===== src/logic/crc_pkg.sv =====
package crc_pkg;

	typedef logic [31:0] word_t;
	typedef logic [7:0] idr_t;
	typedef logic [2:0] reg_addr_t; // word offset within the peripheral

	localparam reg_addr_t ADDR_DR = 3'd0;
	localparam reg_addr_t ADDR_IDR = 3'd1;
	localparam reg_addr_t ADDR_CR = 3'd2;
	localparam reg_addr_t ADDR_INIT = 3'd4;
	localparam reg_addr_t ADDR_POL = 3'd5;

	localparam word_t POLY_RESET = 32'h04C1_1DB7;
	localparam word_t INIT_RESET = 32'hFFFF_FFFF;

	localparam int BUF_DEPTH = 2;
	localparam int BUF_PTR_W = (BUF_DEPTH > 1) ? $clog2(BUF_DEPTH) : 1;
	localparam int BUF_CNT_W = $clog2(BUF_DEPTH + 1);

	localparam logic RESP_OKAY = 1'b0;
	localparam logic RESP_ERROR = 1'b1;

	typedef enum logic [1:0] {
		SIZE_8 = 2'b00,
		SIZE_16 = 2'b01,
		SIZE_32 = 2'b10
	} xfer_size_t;

	typedef enum logic [1:0] {
		POLY_32 = 2'b00,
		POLY_16 = 2'b01,
		POLY_8 = 2'b10,
		POLY_7 = 2'b11
	} poly_size_t;

	typedef enum logic [1:0] {
		REV_NONE = 2'b00,
		REV_BYTE = 2'b01,
		REV_HALF = 2'b10,
		REV_WORD = 2'b11
	} rev_in_t;

	typedef enum logic [1:0] {
		HTRANS_IDLE = 2'b00,
		HTRANS_BUSY = 2'b01,
		HTRANS_NONSEQ = 2'b10,
		HTRANS_SEQ = 2'b11
	} htrans_t;

	typedef enum logic [1:0] {
		ST_IDLE,
		ST_SHIFT,
		ST_RELOAD
	} engine_state_t;

endpackage


===== src/logic/crc_buf_if.sv =====
`timescale 1ns/1ps

interface crc_buf_if;
	import crc_pkg::*;

	word_t word;
	xfer_size_t size;
	logic valid;
	logic pop; // head entry leaves at the edge where this is high

	modport buffer
	(
		output word, size, valid,
		input pop
	);

	modport engine
	(
		input word, size, valid,
		output pop
	);

endinterface


===== src/logic/crc_host_if.sv =====
`timescale 1ns/1ps

module crc_host_if
(
	input logic HCLK,
	input logic HRESETn,
	input logic HSEL,
	input logic [31:0] HADDR,
	input crc_pkg::htrans_t HTRANS,
	input logic HWRITE,
	input logic [2:0] HSIZE,
	input logic HREADY,
	input crc_pkg::word_t HWDATA,
	output crc_pkg::word_t HRDATA,
	output logic HREADYOUT,
	output logic HRESP,
	output crc_pkg::word_t bus_wr,
	output crc_pkg::xfer_size_t bus_size,
	output logic buffer_write_en,
	output logic crc_init_en,
	output logic crc_poly_en,
	output logic crc_idr_en,
	output logic reset_chain,
	output crc_pkg::poly_size_t poly_size,
	output crc_pkg::rev_in_t rev_in,
	output logic rev_out,
	input logic buffer_full,
	input logic read_wait,
	input logic reset_pending,
	input crc_pkg::word_t crc_out,
	input crc_pkg::word_t crc_init_out,
	input crc_pkg::word_t crc_poly_out,
	input crc_pkg::idr_t crc_idr_out
);
	import crc_pkg::*;

	reg_addr_t addr_q;
	xfer_size_t size_q;
	logic write_q;
	logic sel_q;
	poly_size_t poly_size_q;
	rev_in_t rev_in_q;
	logic rev_out_q;
	logic sample;
	logic wr_active;
	logic rd_active;
	logic dr_wr;
	logic dr_rd;
	logic init_wr;
	logic cr_wr;

	assign sample = HREADY && HREADYOUT; // address phase completes

	always_ff @(posedge HCLK)
	begin
		if (!HRESETn)
			sel_q <= 1'b0;
		else if (sample)
			sel_q <= HSEL && (HTRANS == HTRANS_NONSEQ); // seq and busy are ignored
	end

	always_ff @(posedge HCLK)
	begin
		if (sample)
		begin
			addr_q <= HADDR[4:2];
			size_q <= xfer_size_t'(HSIZE[1:0]);
			write_q <= HWRITE;
		end
	end

	assign wr_active = sel_q && write_q;
	assign rd_active = sel_q && !write_q;
	assign dr_wr = wr_active && (addr_q == ADDR_DR);
	assign dr_rd = rd_active && (addr_q == ADDR_DR);
	assign init_wr = wr_active && (addr_q == ADDR_INIT);
	assign cr_wr = wr_active && (addr_q == ADDR_CR);

	assign buffer_write_en = dr_wr && !buffer_full;
	assign crc_init_en = init_wr && !reset_pending;
	assign crc_poly_en = wr_active && (addr_q == ADDR_POL);
	assign crc_idr_en = wr_active && (addr_q == ADDR_IDR);

	// each stall lasts only as long as its own condition
	assign HREADYOUT = !((dr_wr && buffer_full) ||
		(dr_rd && read_wait) ||
		(init_wr && reset_pending));
	assign HRESP = RESP_OKAY;
	assign bus_wr = HWDATA;
	assign bus_size = size_q;

	always_ff @(posedge HCLK)
	begin
		if (!HRESETn)
		begin
			poly_size_q <= POLY_32;
			rev_in_q <= REV_NONE;
			rev_out_q <= 1'b0;
		end
		else if (cr_wr)
		begin
			poly_size_q <= poly_size_t'(HWDATA[4:3]);
			rev_in_q <= rev_in_t'(HWDATA[6:5]);
			rev_out_q <= HWDATA[7];
		end
	end

	assign reset_chain = cr_wr && HWDATA[0]; // the bit itself is not stored
	assign poly_size = poly_size_q;
	assign rev_in = rev_in_q;
	assign rev_out = rev_out_q;

	always_comb
	begin
		case (addr_q)
			ADDR_DR: HRDATA = crc_out;
			ADDR_IDR: HRDATA = {24'h0, crc_idr_out};
			ADDR_CR: HRDATA = {24'h0, rev_out_q, rev_in_q, poly_size_q, 3'b000};
			ADDR_INIT: HRDATA = crc_init_out;
			ADDR_POL: HRDATA = crc_poly_out;
			default: HRDATA = '0;
		endcase
	end

	a_resp_okay: assert property (@(posedge HCLK) disable iff (!HRESETn)
		HRESP != RESP_ERROR);

endmodule


===== src/logic/crc_data_buffer.sv =====
`timescale 1ns/1ps

module crc_data_buffer
(
	input logic HCLK,
	input logic HRESETn,
	input logic push,
	input crc_pkg::word_t push_word,
	input crc_pkg::xfer_size_t push_size,
	input logic flush,
	output logic full,
	crc_buf_if.buffer deq
);
	import crc_pkg::*;

	word_t word_mem [BUF_DEPTH];
	xfer_size_t size_mem [BUF_DEPTH];
	logic [BUF_PTR_W-1:0] wr_ptr;
	logic [BUF_PTR_W-1:0] rd_ptr;
	logic [BUF_CNT_W-1:0] count;

	function automatic logic [BUF_PTR_W-1:0] next_ptr(input logic [BUF_PTR_W-1:0] p);
		return (p == BUF_PTR_W'(BUF_DEPTH - 1)) ? '0 : p + 1'b1;
	endfunction

	always_ff @(posedge HCLK)
	begin
		if (!HRESETn || flush)
		begin
			wr_ptr <= '0;
			rd_ptr <= '0;
			count <= '0;
		end
		else
		begin
			if (push)
				wr_ptr <= next_ptr(wr_ptr);
			if (deq.pop)
				rd_ptr <= next_ptr(rd_ptr);
			case ({push, deq.pop})
				2'b10: count <= count + 1'b1;
				2'b01: count <= count - 1'b1;
				default: count <= count; // both or neither
			endcase
		end
	end

	always_ff @(posedge HCLK)
	begin
		if (push && !flush)
		begin
			word_mem[wr_ptr] <= push_word;
			size_mem[wr_ptr] <= push_size;
		end
	end

	assign full = (count == BUF_CNT_W'(BUF_DEPTH));
	assign deq.valid = (count != '0);
	assign deq.word = word_mem[rd_ptr];
	assign deq.size = size_mem[rd_ptr];

	// the host holds a DR write in its data phase while the buffer is full
	a_no_overflow: assert property (@(posedge HCLK) disable iff (!HRESETn)
		push && full |-> flush);

endmodule


===== src/logic/crc_engine.sv =====
`timescale 1ns/1ps

module crc_engine
(
	input logic HCLK,
	input logic HRESETn,
	crc_buf_if.engine deq,
	input logic reset_chain,
	input crc_pkg::poly_size_t poly_size,
	input crc_pkg::rev_in_t rev_in,
	input logic rev_out,
	input crc_pkg::word_t init_value,
	input crc_pkg::word_t poly,
	output crc_pkg::word_t crc_out,
	output logic read_wait,
	output logic reset_pending
);
	import crc_pkg::*;

	engine_state_t state;
	word_t crc_q;
	word_t shift_q; // next byte to process sits in the top lane
	logic [1:0] bytes_left;
	logic [5:0] width;
	word_t width_mask;
	logic [4:0] rev_mask;
	word_t rev_word;
	word_t load_word;
	logic [1:0] load_left;
	logic last_byte;
	word_t crc_step;

	// bit i takes bit i ^ mask, mirroring every aligned group of mask + 1 bits
	function automatic word_t mirror(input word_t w, input logic [4:0] mask);
		word_t r;
		for (int i = 0; i < 32; i++)
			r[i] = w[5'(i) ^ mask];
		return r;
	endfunction

	function automatic word_t reflect_width(input word_t w, input logic [5:0] n);
		word_t r;
		r = '0;
		for (int i = 0; i < 32; i++)
			if (i < n)
				r[i] = w[n - 1 - i];
		return r;
	endfunction

	function automatic word_t crc_byte
	(
		input word_t c,
		input logic [7:0] d,
		input word_t p,
		input word_t m,
		input logic [5:0] n
	);
		word_t r;
		logic fb;
		r = c & m;
		for (int j = 7; j >= 0; j--)
		begin
			fb = r[n - 1] ^ d[j]; // msb first, no reflection
			r = (r << 1) & m;
			if (fb)
				r = r ^ (p & m);
		end
		return r;
	endfunction

	always_comb
	begin
		case (poly_size)
			POLY_16: width = 6'd16;
			POLY_8: width = 6'd8;
			POLY_7: width = 6'd7;
			default: width = 6'd32;
		endcase
	end

	assign width_mask = 32'hFFFF_FFFF >> (6'd32 - width);

	always_comb
	begin
		case (rev_in)
			REV_BYTE: rev_mask = 5'd7;
			REV_HALF: rev_mask = 5'd15;
			REV_WORD: rev_mask = 5'd31;
			default: rev_mask = 5'd0;
		endcase
		// reversal never spans past the transfer so the data stays in the low lanes
		case (deq.size)
			SIZE_8: rev_mask = rev_mask & 5'd7;
			SIZE_16: rev_mask = rev_mask & 5'd15;
			default: rev_mask = rev_mask;
		endcase
	end

	assign rev_word = mirror(deq.word, rev_mask);

	always_comb
	begin
		case (deq.size)
			SIZE_8:
			begin
				load_word = rev_word << 24;
				load_left = 2'd0;
			end
			SIZE_16:
			begin
				load_word = rev_word << 16;
				load_left = 2'd1;
			end
			default:
			begin
				load_word = rev_word;
				load_left = 2'd3;
			end
		endcase
	end

	assign last_byte = (state == ST_SHIFT) && (bytes_left == 2'd0);
	assign deq.pop = deq.valid && !reset_chain && ((state == ST_IDLE) || last_byte);
	assign crc_step = crc_byte(crc_q, shift_q[31:24], poly, width_mask, width);

	always_ff @(posedge HCLK)
	begin
		if (!HRESETn)
		begin
			state <= ST_IDLE;
			crc_q <= INIT_RESET;
			bytes_left <= 2'd0;
		end
		else if (reset_chain)
			state <= ST_RELOAD; // a word in flight is dropped
		else
		begin
			case (state)
				ST_RELOAD:
				begin
					crc_q <= init_value;
					state <= ST_IDLE;
				end
				ST_SHIFT:
				begin
					crc_q <= crc_step;
					bytes_left <= bytes_left - 2'd1;
					if (last_byte)
						state <= ST_IDLE;
				end
				default: state <= ST_IDLE;
			endcase
			if (deq.pop)
			begin
				state <= ST_SHIFT;
				bytes_left <= load_left;
			end
		end
	end

	always_ff @(posedge HCLK)
	begin
		if (deq.pop)
			shift_q <= load_word;
		else if (state == ST_SHIFT)
			shift_q <= shift_q << 8;
	end

	assign crc_out = rev_out ? reflect_width(crc_q & width_mask, width) : (crc_q & width_mask);
	assign read_wait = deq.valid || (state != ST_IDLE);
	assign reset_pending = (state == ST_RELOAD);

	a_pop_valid: assert property (@(posedge HCLK) disable iff (!HRESETn)
		deq.pop |-> deq.valid);

endmodule


===== src/logic/crc_regs.sv =====
`timescale 1ns/1ps

module crc_regs
(
	input logic HCLK,
	input logic HRESETn,
	input crc_pkg::word_t bus_wr,
	input logic crc_init_en,
	input logic crc_poly_en,
	input logic crc_idr_en,
	output crc_pkg::word_t crc_init_out,
	output crc_pkg::word_t crc_poly_out,
	output crc_pkg::idr_t crc_idr_out
);
	import crc_pkg::*;

	word_t init_q;
	word_t poly_q;
	idr_t idr_q;

	always_ff @(posedge HCLK)
	begin
		if (!HRESETn)
		begin
			init_q <= INIT_RESET;
			poly_q <= POLY_RESET;
			idr_q <= '0;
		end
		else
		begin
			if (crc_init_en)
				init_q <= bus_wr;
			if (crc_poly_en)
				poly_q <= bus_wr; // used masked to the current width
			if (crc_idr_en)
				idr_q <= bus_wr[7:0];
		end
	end

	assign crc_init_out = init_q;
	assign crc_poly_out = poly_q;
	assign crc_idr_out = idr_q;

endmodule


===== src/logic/crc_unit.sv =====
`timescale 1ns/1ps

module crc_unit
(
	input logic HCLK,
	input logic HRESETn,
	input logic HSElx,
	input logic [31:0] HADDR,
	input logic [1:0] HTRANS,
	input logic HWRITE,
	input logic [2:0] HSIZE,
	input logic HREADY,
	input crc_pkg::word_t HWDATA,
	output crc_pkg::word_t HRDATA,
	output logic HREADYOUT,
	output logic HRESP
);
	import crc_pkg::*;

	word_t bus_wr;
	xfer_size_t bus_size;
	logic buffer_write_en;
	logic crc_init_en;
	logic crc_poly_en;
	logic crc_idr_en;
	logic reset_chain;
	poly_size_t poly_size;
	rev_in_t rev_in;
	logic rev_out;
	logic buffer_full;
	logic read_wait;
	logic reset_pending;
	word_t crc_out;
	word_t crc_init_out;
	word_t crc_poly_out;
	idr_t crc_idr_out;

	crc_buf_if deq_if ();

	crc_host_if u_host (
		.HCLK(HCLK),
		.HRESETn(HRESETn),
		.HSEL(HSElx),
		.HADDR(HADDR),
		.HTRANS(htrans_t'(HTRANS)),
		.HWRITE(HWRITE),
		.HSIZE(HSIZE),
		.HREADY(HREADY),
		.HWDATA(HWDATA),
		.HRDATA(HRDATA),
		.HREADYOUT(HREADYOUT),
		.HRESP(HRESP),
		.bus_wr(bus_wr),
		.bus_size(bus_size),
		.buffer_write_en(buffer_write_en),
		.crc_init_en(crc_init_en),
		.crc_poly_en(crc_poly_en),
		.crc_idr_en(crc_idr_en),
		.reset_chain(reset_chain),
		.poly_size(poly_size),
		.rev_in(rev_in),
		.rev_out(rev_out),
		.buffer_full(buffer_full),
		.read_wait(read_wait),
		.reset_pending(reset_pending),
		.crc_out(crc_out),
		.crc_init_out(crc_init_out),
		.crc_poly_out(crc_poly_out),
		.crc_idr_out(crc_idr_out)
	);

	crc_data_buffer u_buf (
		.HCLK(HCLK),
		.HRESETn(HRESETn),
		.push(buffer_write_en),
		.push_word(bus_wr),
		.push_size(bus_size),
		.flush(reset_chain),
		.full(buffer_full),
		.deq(deq_if.buffer)
	);

	crc_engine u_engine (
		.HCLK(HCLK),
		.HRESETn(HRESETn),
		.deq(deq_if.engine),
		.reset_chain(reset_chain),
		.poly_size(poly_size),
		.rev_in(rev_in),
		.rev_out(rev_out),
		.init_value(crc_init_out),
		.poly(crc_poly_out),
		.crc_out(crc_out),
		.read_wait(read_wait),
		.reset_pending(reset_pending)
	);

	crc_regs u_regs (
		.HCLK(HCLK),
		.HRESETn(HRESETn),
		.bus_wr(bus_wr),
		.crc_init_en(crc_init_en),
		.crc_poly_en(crc_poly_en),
		.crc_idr_en(crc_idr_en),
		.crc_init_out(crc_init_out),
		.crc_poly_out(crc_poly_out),
		.crc_idr_out(crc_idr_out)
	);

endmodule


===== config.mk =====
export PLATFORM = sky130hd
export DESIGN_NAME = crc_unit
export DESIGN_NICKNAME = d
export VERILOG_FILES = /design/src/logic/crc_pkg.sv /design/src/logic/crc_buf_if.sv /design/src/logic/crc_host_if.sv /design/src/logic/crc_data_buffer.sv /design/src/logic/crc_engine.sv /design/src/logic/crc_regs.sv /design/src/logic/crc_unit.sv
export SDC_FILE = /design/constraint.sdc
export NUM_CORES = 1
export LEC_CHECK = 0
export ABC_AREA = 0
export ABC_CLOCK_PERIOD_IN_PS = 12050
export CAP_MARGIN = 20
export CORE_AREA = 2 2 181 183
export CTS_BUF_LIST = sky130_fd_sc_hd__clkbuf_4
export DETAILED_ROUTE_END_ITERATION = 8
export DIE_AREA = 0 0 183 185
export DONT_BUFFER_PORTS = 1
export PLACE_DENSITY = 0.82
export SYNTH_ARGS = -nofsm -noshare
export SYNTH_HDL_FRONTEND = slang
export SYNTH_HIERARCHICAL = 1
export SYNTH_SLANG_ARGS = --single-unit

===== constraint.sdc =====
create_clock -name HCLK -period 12.05 [get_ports HCLK]
set_input_delay 2.41 -clock HCLK [delete_from_list [all_inputs] [get_ports HCLK]]
set_output_delay 2.41 -clock HCLK [all_outputs]
set_load 0.005 [all_outputs]

==> results of run 1 <==
[flip-flops by register name, indices dropped and copies added (netlist names), 2 cells and up, named ones only]
| register | flops |
|---|---|
| u_engine/bytes_left | 2 |
| u_regs/crc_init_out | 32 |
| u_regs/crc_idr_out | 8 |
| u_buf/size_mem | 4 |
| u_engine/shift_q | 32 |
| u_host/addr_q | 3 |
| u_regs/crc_poly_out | 32 |
| u_host/bus_size | 2 |
| u_buf/word_mem | 64 |
| u_engine/crc_q | 32 |
| u_buf/count | 2 |
| u_host/rev_in | 2 |
| u_engine/state | 2 |
| u_host/poly_size | 2 |
[per-layer routing]
layer | up-vias | part of all wire
met5 | - | 0.00070
met4 | 6 | 0.070
met3 | 364 | 0.13
met2 | 1630 | 0.43
met1 | 10060 | 0.37
li1 | 9564 | -
[logic make-up after synthesis]
logic type	Yosys count	synth area share
buf+inv	311	0.06938
other cells	1	0.0001780
mux	250	0.1293
simple gates	1063	0.2390
fa+ha+maj	17	0.01010
compound gates	641	0.2127
flops	225	0.2642
xor+xnor	180	0.07520
[stage by stage]
step	total power, uW	hold WS [ns]	cell area [um^2]	utilization	worst slack [ns]
finish	2721	0.4560	22120	0.6904	0.3981
global route	2840	0.4889	22120	0.6904	0.008460
global placement	1838	0.4244	21080	0.6580	0.6492
floorplan	1633	0.4215	21060	-	2.369
detailed placement	1865	0.4338	21080	0.6580	0.4925
CTS	2681	0.4486	22020	0.6873	0.4376
[worst paths after layout]
path / cells past startpoint / slack [ns] / end / from
setup / recovery: 38 / 0.40 / u_engine/crc_q[10]$_SDFFE_PN1P_ / u_host/poly_size[0]$_SDFFE_PN0P_
hold / removal: 0 / 0.46 / u_buf/size_mem[0][0]$_DFFE_PP_ / u_host/bus_size[0]$_DFFE_PP_
setup reg to reg: 38 / 0.40 / u_engine/crc_q[10]$_SDFFE_PN1P_ / u_host/poly_size[0]$_SDFFE_PN0P_
hold reg to reg: 0 / 0.46 / u_buf/size_mem[0][0]$_DFFE_PP_ / u_host/bus_size[0]$_DFFE_PP_
[final cells by class]
type / count / area [um^2]
sequential: 225 / 5565
clock buffer: 100 / 750.7
timing repair buffer: 94 / 703.2
multi-input combinational: 2152 / 14170
clock inverter: 17 / 190.2
antenna: 2 / 5.005
tap: 408 / 510.5
fill: 2653 / 9918
inverter: 60 / 225.2
[cell usage in the layout, fill, tap and decap left out, types with 26 or more instances in the layout]
cell      netlist  layout
nand2_1       473     473
mux2i_1       167     167
nor2_1        162     162
a21oi_1       140     140
xnor2_1       136     134
o21ai_0       132     131
dfxtp_1       119     119
edfxtp_1      106     106
clkbuf_4        0     100
buf_4          42      93
nand3_1        87      86
mux2_2         69      69
inv_1          58      58
a31oi_1        55      55
nor3_1         55      51
xor2_1         43      42
nor2b_1        40      40
nand4_1        35      35
and3_1         33      32
a211oi_1       28      27
and2_1         26      26
[timing repair]
action                                 in CTS  in global routing
endpoints found under the hold margin       0                  0
setup endpoints to repair                   0                 31
setup buffers                               0                  1
resized for setup                           0                 12
[where the power goes]
part / internal [uW] / switching [uW] / total [uW] / leakage, uW
clock network: 468 / 354 / 822 / 0.000550
logic: 371 / 657 / 1030 / 0.00563
registers: 840 / 32.0 / 872 / 0.00193
==> impl_results.md, run 1 <==
- Met1 GRT Util: 0.5699
- Gr usage total: 0.4545
- Mapped cell area: approximately 21,000 um^2
- CTS tree: done
- Worst Path Max Fanout: 11
- Critical path's top delay family: compound AO/OA/AOI/OAI gates
- Worst path required time: between 10 and 15 ns
- Final Setup Violations: 0
- CP Buf/Inv Count: 5
- CTS buffer count: 66
- # rows: 66
- Syn Area/Cell: just under 8 um^2
- Maximum vdd drop: around 0.00010 V
- WL/cell: around 26 um
- Initial DRC Count: 3,210
- Synth cell count leaders: nand2_1, mux2i_1, nor2_1
- Largest net degree at the start of global routing: 108
- I/O Pins: around 110
- Grt met2 use: 0.7012
- Asr flop ratio synth: 0
- Yosys warning count: 6
- EDFF count, synth: 106
- Core region area: approximately 32,000 um^2
- Run status: finished, final reports clean
- Syn-to-layout area delta: 5.025%
- Placed Cells: 2,937
- Max-cap violations: 0
- Final Hold Fails: 0
- Vias in the first global route: roughly 19k
- Final slew viol count: 0
- Met3 Use GR: 0.1225
- Delay of the slowest critical-path stage: 0.62 ns
- Top cells by area, synth: edfxtp_1, dfxtp_1, nand2_1
- Syn Nets: approximately 2.8k
- Initial Utilization: 0.6574
- RePlAce Congestion: between 1 and 1.5
- RSZ-0062 raised after global routing: false
- Post-synthesis sequential area ratio: 0.2642
- Post-CTS Hold Fix Bufs: 0
- Peak Freq: approximately 86 MHz
- Setup TNS: 0 ns
- Clock Tree Buf Depth: 3
- Post-route DRC violation count: 0
- Most used cell, CP: buf_4
- Nets: between 2k and 3k
- PortBufs: 0
- Die width: 183 um
- Min-delay worst type: flip-flop to flip-flop
- Global routing's busiest layer: met2
- H-tree depth: 3
- Gr ovfl total: 0
- Synth unique cells: between 100 and 150
- Critical path type: flip-flop to flip-flop
- Leakage power: between 0.008 and 0.009 uW
- Worst slew margin: 0.2346
- DR vias: 21.62k
- Initial antenna violation count: 3
- Die area: approximately 34,000 um^2
- CP Capture Type: flip-flop
- Setup Skew: 0.05849 ns
- Vias per std cell: 7.071
- Clk root buf: clkbuf_4
- Slew @ Worst Pin: roughly 1.1 ns
- Clock sink count: around 230
- Top cell type's share of synthesized area: 0.1511
- WL final: 79,730 um
- Clock latency on the worst-skew pair: ~0.73 ns
- Min Tclk post-route: approximately 12 ns
- Worst Path Arrival: about 12 ns
- Most common cell in the synthesized netlist: nand2_1
- Post-DP HPWL: between 50,000 and 60,000 um
- PwrDens: about 120 nW/um^2
- Clk pin slew, worst setup/hold paths: ~0.070 ns
- CP Launch Type: flip-flop
- Top FF cell, synth: dfxtp_1
- CP max stage cell: or4b_1
- Fin cells: between 3k and 4k
- Synthesized instance count: approximately 2.7k
- Tcrit/Tclk final: 0.9670
- Post-route antenna net violation count: 0
- Layout cells sized above 1: 0.1386
- Drt first pass iters: 6
- Cell accounting for the most synthesized area: edfxtp_1
- First-pass GRT wire length: ~120,000 um
- Synth Register Bits: 225
- Chip Height: about 190 um
(Power assumes the default switching activity.)
==> run 2, diff against run 1 <==
--- a/config.mk
+++ b/config.mk
@@ -6,14 +6,13 @@
 export NUM_CORES = 1
 export LEC_CHECK = 0
 export ABC_AREA = 0
-export ABC_CLOCK_PERIOD_IN_PS = 12050
 export CAP_MARGIN = 20
-export CORE_AREA = 2 2 181 183
-export CTS_BUF_LIST = sky130_fd_sc_hd__clkbuf_4
+export CORE_AREA = 2 2 182 184
+export CTS_BUF_LIST = sky130_fd_sc_hd__clkbuf_16
 export DETAILED_ROUTE_END_ITERATION = 8
-export DIE_AREA = 0 0 183 185
+export DIE_AREA = 0 0 184 186
 export DONT_BUFFER_PORTS = 1
-export PLACE_DENSITY = 0.82
+export PLACE_DENSITY = 0.81
 export SYNTH_ARGS = -nofsm -noshare
 export SYNTH_HDL_FRONTEND = slang
 export SYNTH_HIERARCHICAL = 1
==> run 2 against run 1 <==
Net effect: critical endpoint is now u_engine/crc_q[3]$_SDFFE_PN1P_; hold slack improved by 0.0077 ns; flip-flop and latch count did not move; clock skew fell by 0.018 ns; clock-buffer cell count fell by 73; sequential power rose by 0.6%; utilization fell by 1.2 points; register-to-register slack barely moved; setup slack got worse by 0.0066 ns; clock power fell by 8.9%.
==> impl_results.md, run 2 (synthesis results as in run 1) <==
- Largest net degree at the start of global routing: ~110
- FF-to-FF setup slack: just under 0.4 ns
- Peak Freq: around 86 MHz
- Final Hold Fails: 0
- Top reg by flops: u_buf/word_mem
- Run status: finished, final reports clean
- Die area: around 34,000 um^2
- Clock sink count: roughly 230
- Diode count: 0
- # rows: 66
- WL/cell: around 27 um
- Core region area: between 30,000 and 40,000 um^2
- Dpl cell area: 20,970 um^2
- H-tree depth: 1
- R2r worst-path depth: 33
- Slew @ Worst Pin: about 1.1 ns
- Layout cells sized above 1: 0.1094
- Min-delay src: u_host/bus_size[1]$_DFFE_PP_
- CTS buffer count: 25
- Worst Path Arrival: 12.09 ns
- CP Capture Type: flip-flop
- WL final: just under 80,000 um
- Critical path type: flip-flop to flip-flop
- Max FFs per register: 64
- I/O Pins: 108
- Setup Skew: 0.04015 ns
- Post-CTS Hold Fix Bufs: 0
- Delay of the slowest critical-path stage: between 0.6 and 0.7 ns
- FILL cells: 2,705
- Final slew viol count: 0
- Post-route DRC violation count: 0
- Placed Cells: 2,922
- Vias per std cell: slightly above 7
- RR Startpoint: u_host/poly_size[0]$_SDFFE_PN0P_
- Fin cells: a little under 3k
- RePlAce Congestion: approximately 1.1
- Initial Utilization: 0.6540
- Chip Height: between 150 and 200 um
- PortBufs: 0
- Vias in the first global route: about 19k
- Die width: roughly 180 um
- Max-cap violations: 0
- Leakage power: 0.007859 uW
- Post-route antenna net violation count: 0
- CTS tree: done
- Worst slew margin: 0.2544
- Tcrit/Tclk final: 0.9675
- Initial DRC Count: ~3.3k
- Initial antenna violation count: 3
- Final Setup Violations: 0
- Most used cell, CP: mux2i_1
- Reg-to-Reg End: u_engine/crc_q[3]$_SDFFE_PN1P_
- Maximum vdd drop: a little over 0.0001 V
- Drt first pass iters: 7
- Clock latency on the worst-skew pair: approximately 0.56 ns
- Clock Tree Buf Depth: 3
- Worst Path Max Fanout: 21
- Clk root buf: clkbuf_16
- Gr usage total: 0.4478
- Gr ovfl total: 0
- CP Launch Type: flip-flop
- Min-delay worst type: flip-flop to flip-flop
- Most frequent cells in the layout: nand2_1, mux2i_1, nor2_1
- CP max stage cell: a211oi_2
- PwrDens: roughly 120 nW/um^2
- CP Launch Point: u_host/poly_size[0]$_SDFFE_PN0P_
- Clk pin slew, worst setup/hold paths: 0.07 ns
- Worst path required time: roughly 12 ns
- First-pass GRT wire length: roughly 120,000 um
- Worst Hold Depth: 0
- Min Tclk post-route: 11.66 ns
- Post-layout instance area: around 22,000 um^2
- Nets: 2,632
- Post-DP HPWL: between 50,000 and 60,000 um
- Commonest non-fill, non-tap cell in the layout: nand2_1
- Hold Path End: u_buf/size_mem[0][1]$_DFFE_PP_
- Final Hold Slack: roughly 0.46 ns
- Syn-to-layout area delta: 3.718%
- DR vias: 21.36k
-- run 2: cell types whose count changed in the layout (fill, tap and decap cells not counted), sizes merged --
cell,change
diode,-2
clkinv,-1
clkbuf,-73
buf,-17
inv,+4
bufinv,-4
clkinvlp,+3
-- run 2: area by class of cell --
cell class              instances  area (um^2)  share of cell area
clock buffers                  27        675.6             0.03093
clock inverters                19        123.9            0.005670
inverters                      60        225.2             0.01031
multi-input cells            2152        14170              0.6485
flip-flops and latches        225         5565              0.2547
well taps                     408        510.5             0.02337
repair buffers                 77        578.1             0.02646
-- run 2: what timing repair did --
| item | in CTS | in global routing |
|---|---|---|
| gates resized for setup | 0 | 11 |
| endpoints found under the setup margin | 0 | 32 |
| setup buffers | 0 | 0 |
-- run 2: through the flow --
step | total power, uW | worst slack (ns) | TNS [ns] | util
3_3_place_gp | 1833 | 0.6543 | 0 | 0.6511
6_report | 2638 | 0.3915 | 0 | 0.6784
3_5_place_dp | 1857 | 0.4434 | 0 | 0.6511
4_1_cts | 2598 | 0.3455 | 0 | 0.6759
5_1_grt | 2736 | -0.01772 | -0.01772 | 0.6784
2_1_floorplan | 1633 | 2.369 | 0 | -
-- run 2: critical path, delay by kind of cell, from the launching register on --
kind / cells / cell delay, ns
muxes: 3 / 0.93
adders and majority gates: 1 / 0.46
DFF: 1 / 0.46
xor gates and xnor gates: 1 / 0.25
buffers and inverters: 1 / 0.41
AOI/OAI and AO/OA: 19 / 6.43
and+or+nand+nor: 8 / 2.58
-- run 2: how the worst max path moves through the flow --
stage | endpoint | cells past startpoint | slack, ns
2_1_floorplan | u_engine/crc_q[2]$_SDFFE_PN1P_ | 37 | 2.37
3_3_place_gp | u_engine/crc_q[17]$_SDFFE_PN1P_ | 36 | 0.65
3_5_place_dp | u_engine/crc_q[9]$_SDFFE_PN1P_ | 35 | 0.44
4_1_cts | u_engine/crc_q[9]$_SDFFE_PN1P_ | 35 | 0.35
5_1_grt | u_engine/crc_q[17]$_SDFFE_PN1P_ | 37 | -0.02
6_report | u_engine/crc_q[3]$_SDFFE_PN1P_ | 33 | 0.39
-- run 2: where the power goes --
part / internal (uW) / switching [uW] / leakage (uW)
clock: 410 / 339 / 0.000395
sequential: 840 / 37.1 / 0.00193
combinational: 364 / 648 / 0.00554
total: 1610 / 1020 / 0.00786
-- run 2: layer usage --
metal	wire length, um	GRT usage	vias up
met5	144	0.02667	-
met4	5580	0.2688	6
met3	10260	0.1094	342
met2	33720	0.6859	1618
met1	29400	0.5702	9990
li1	-	-	9402
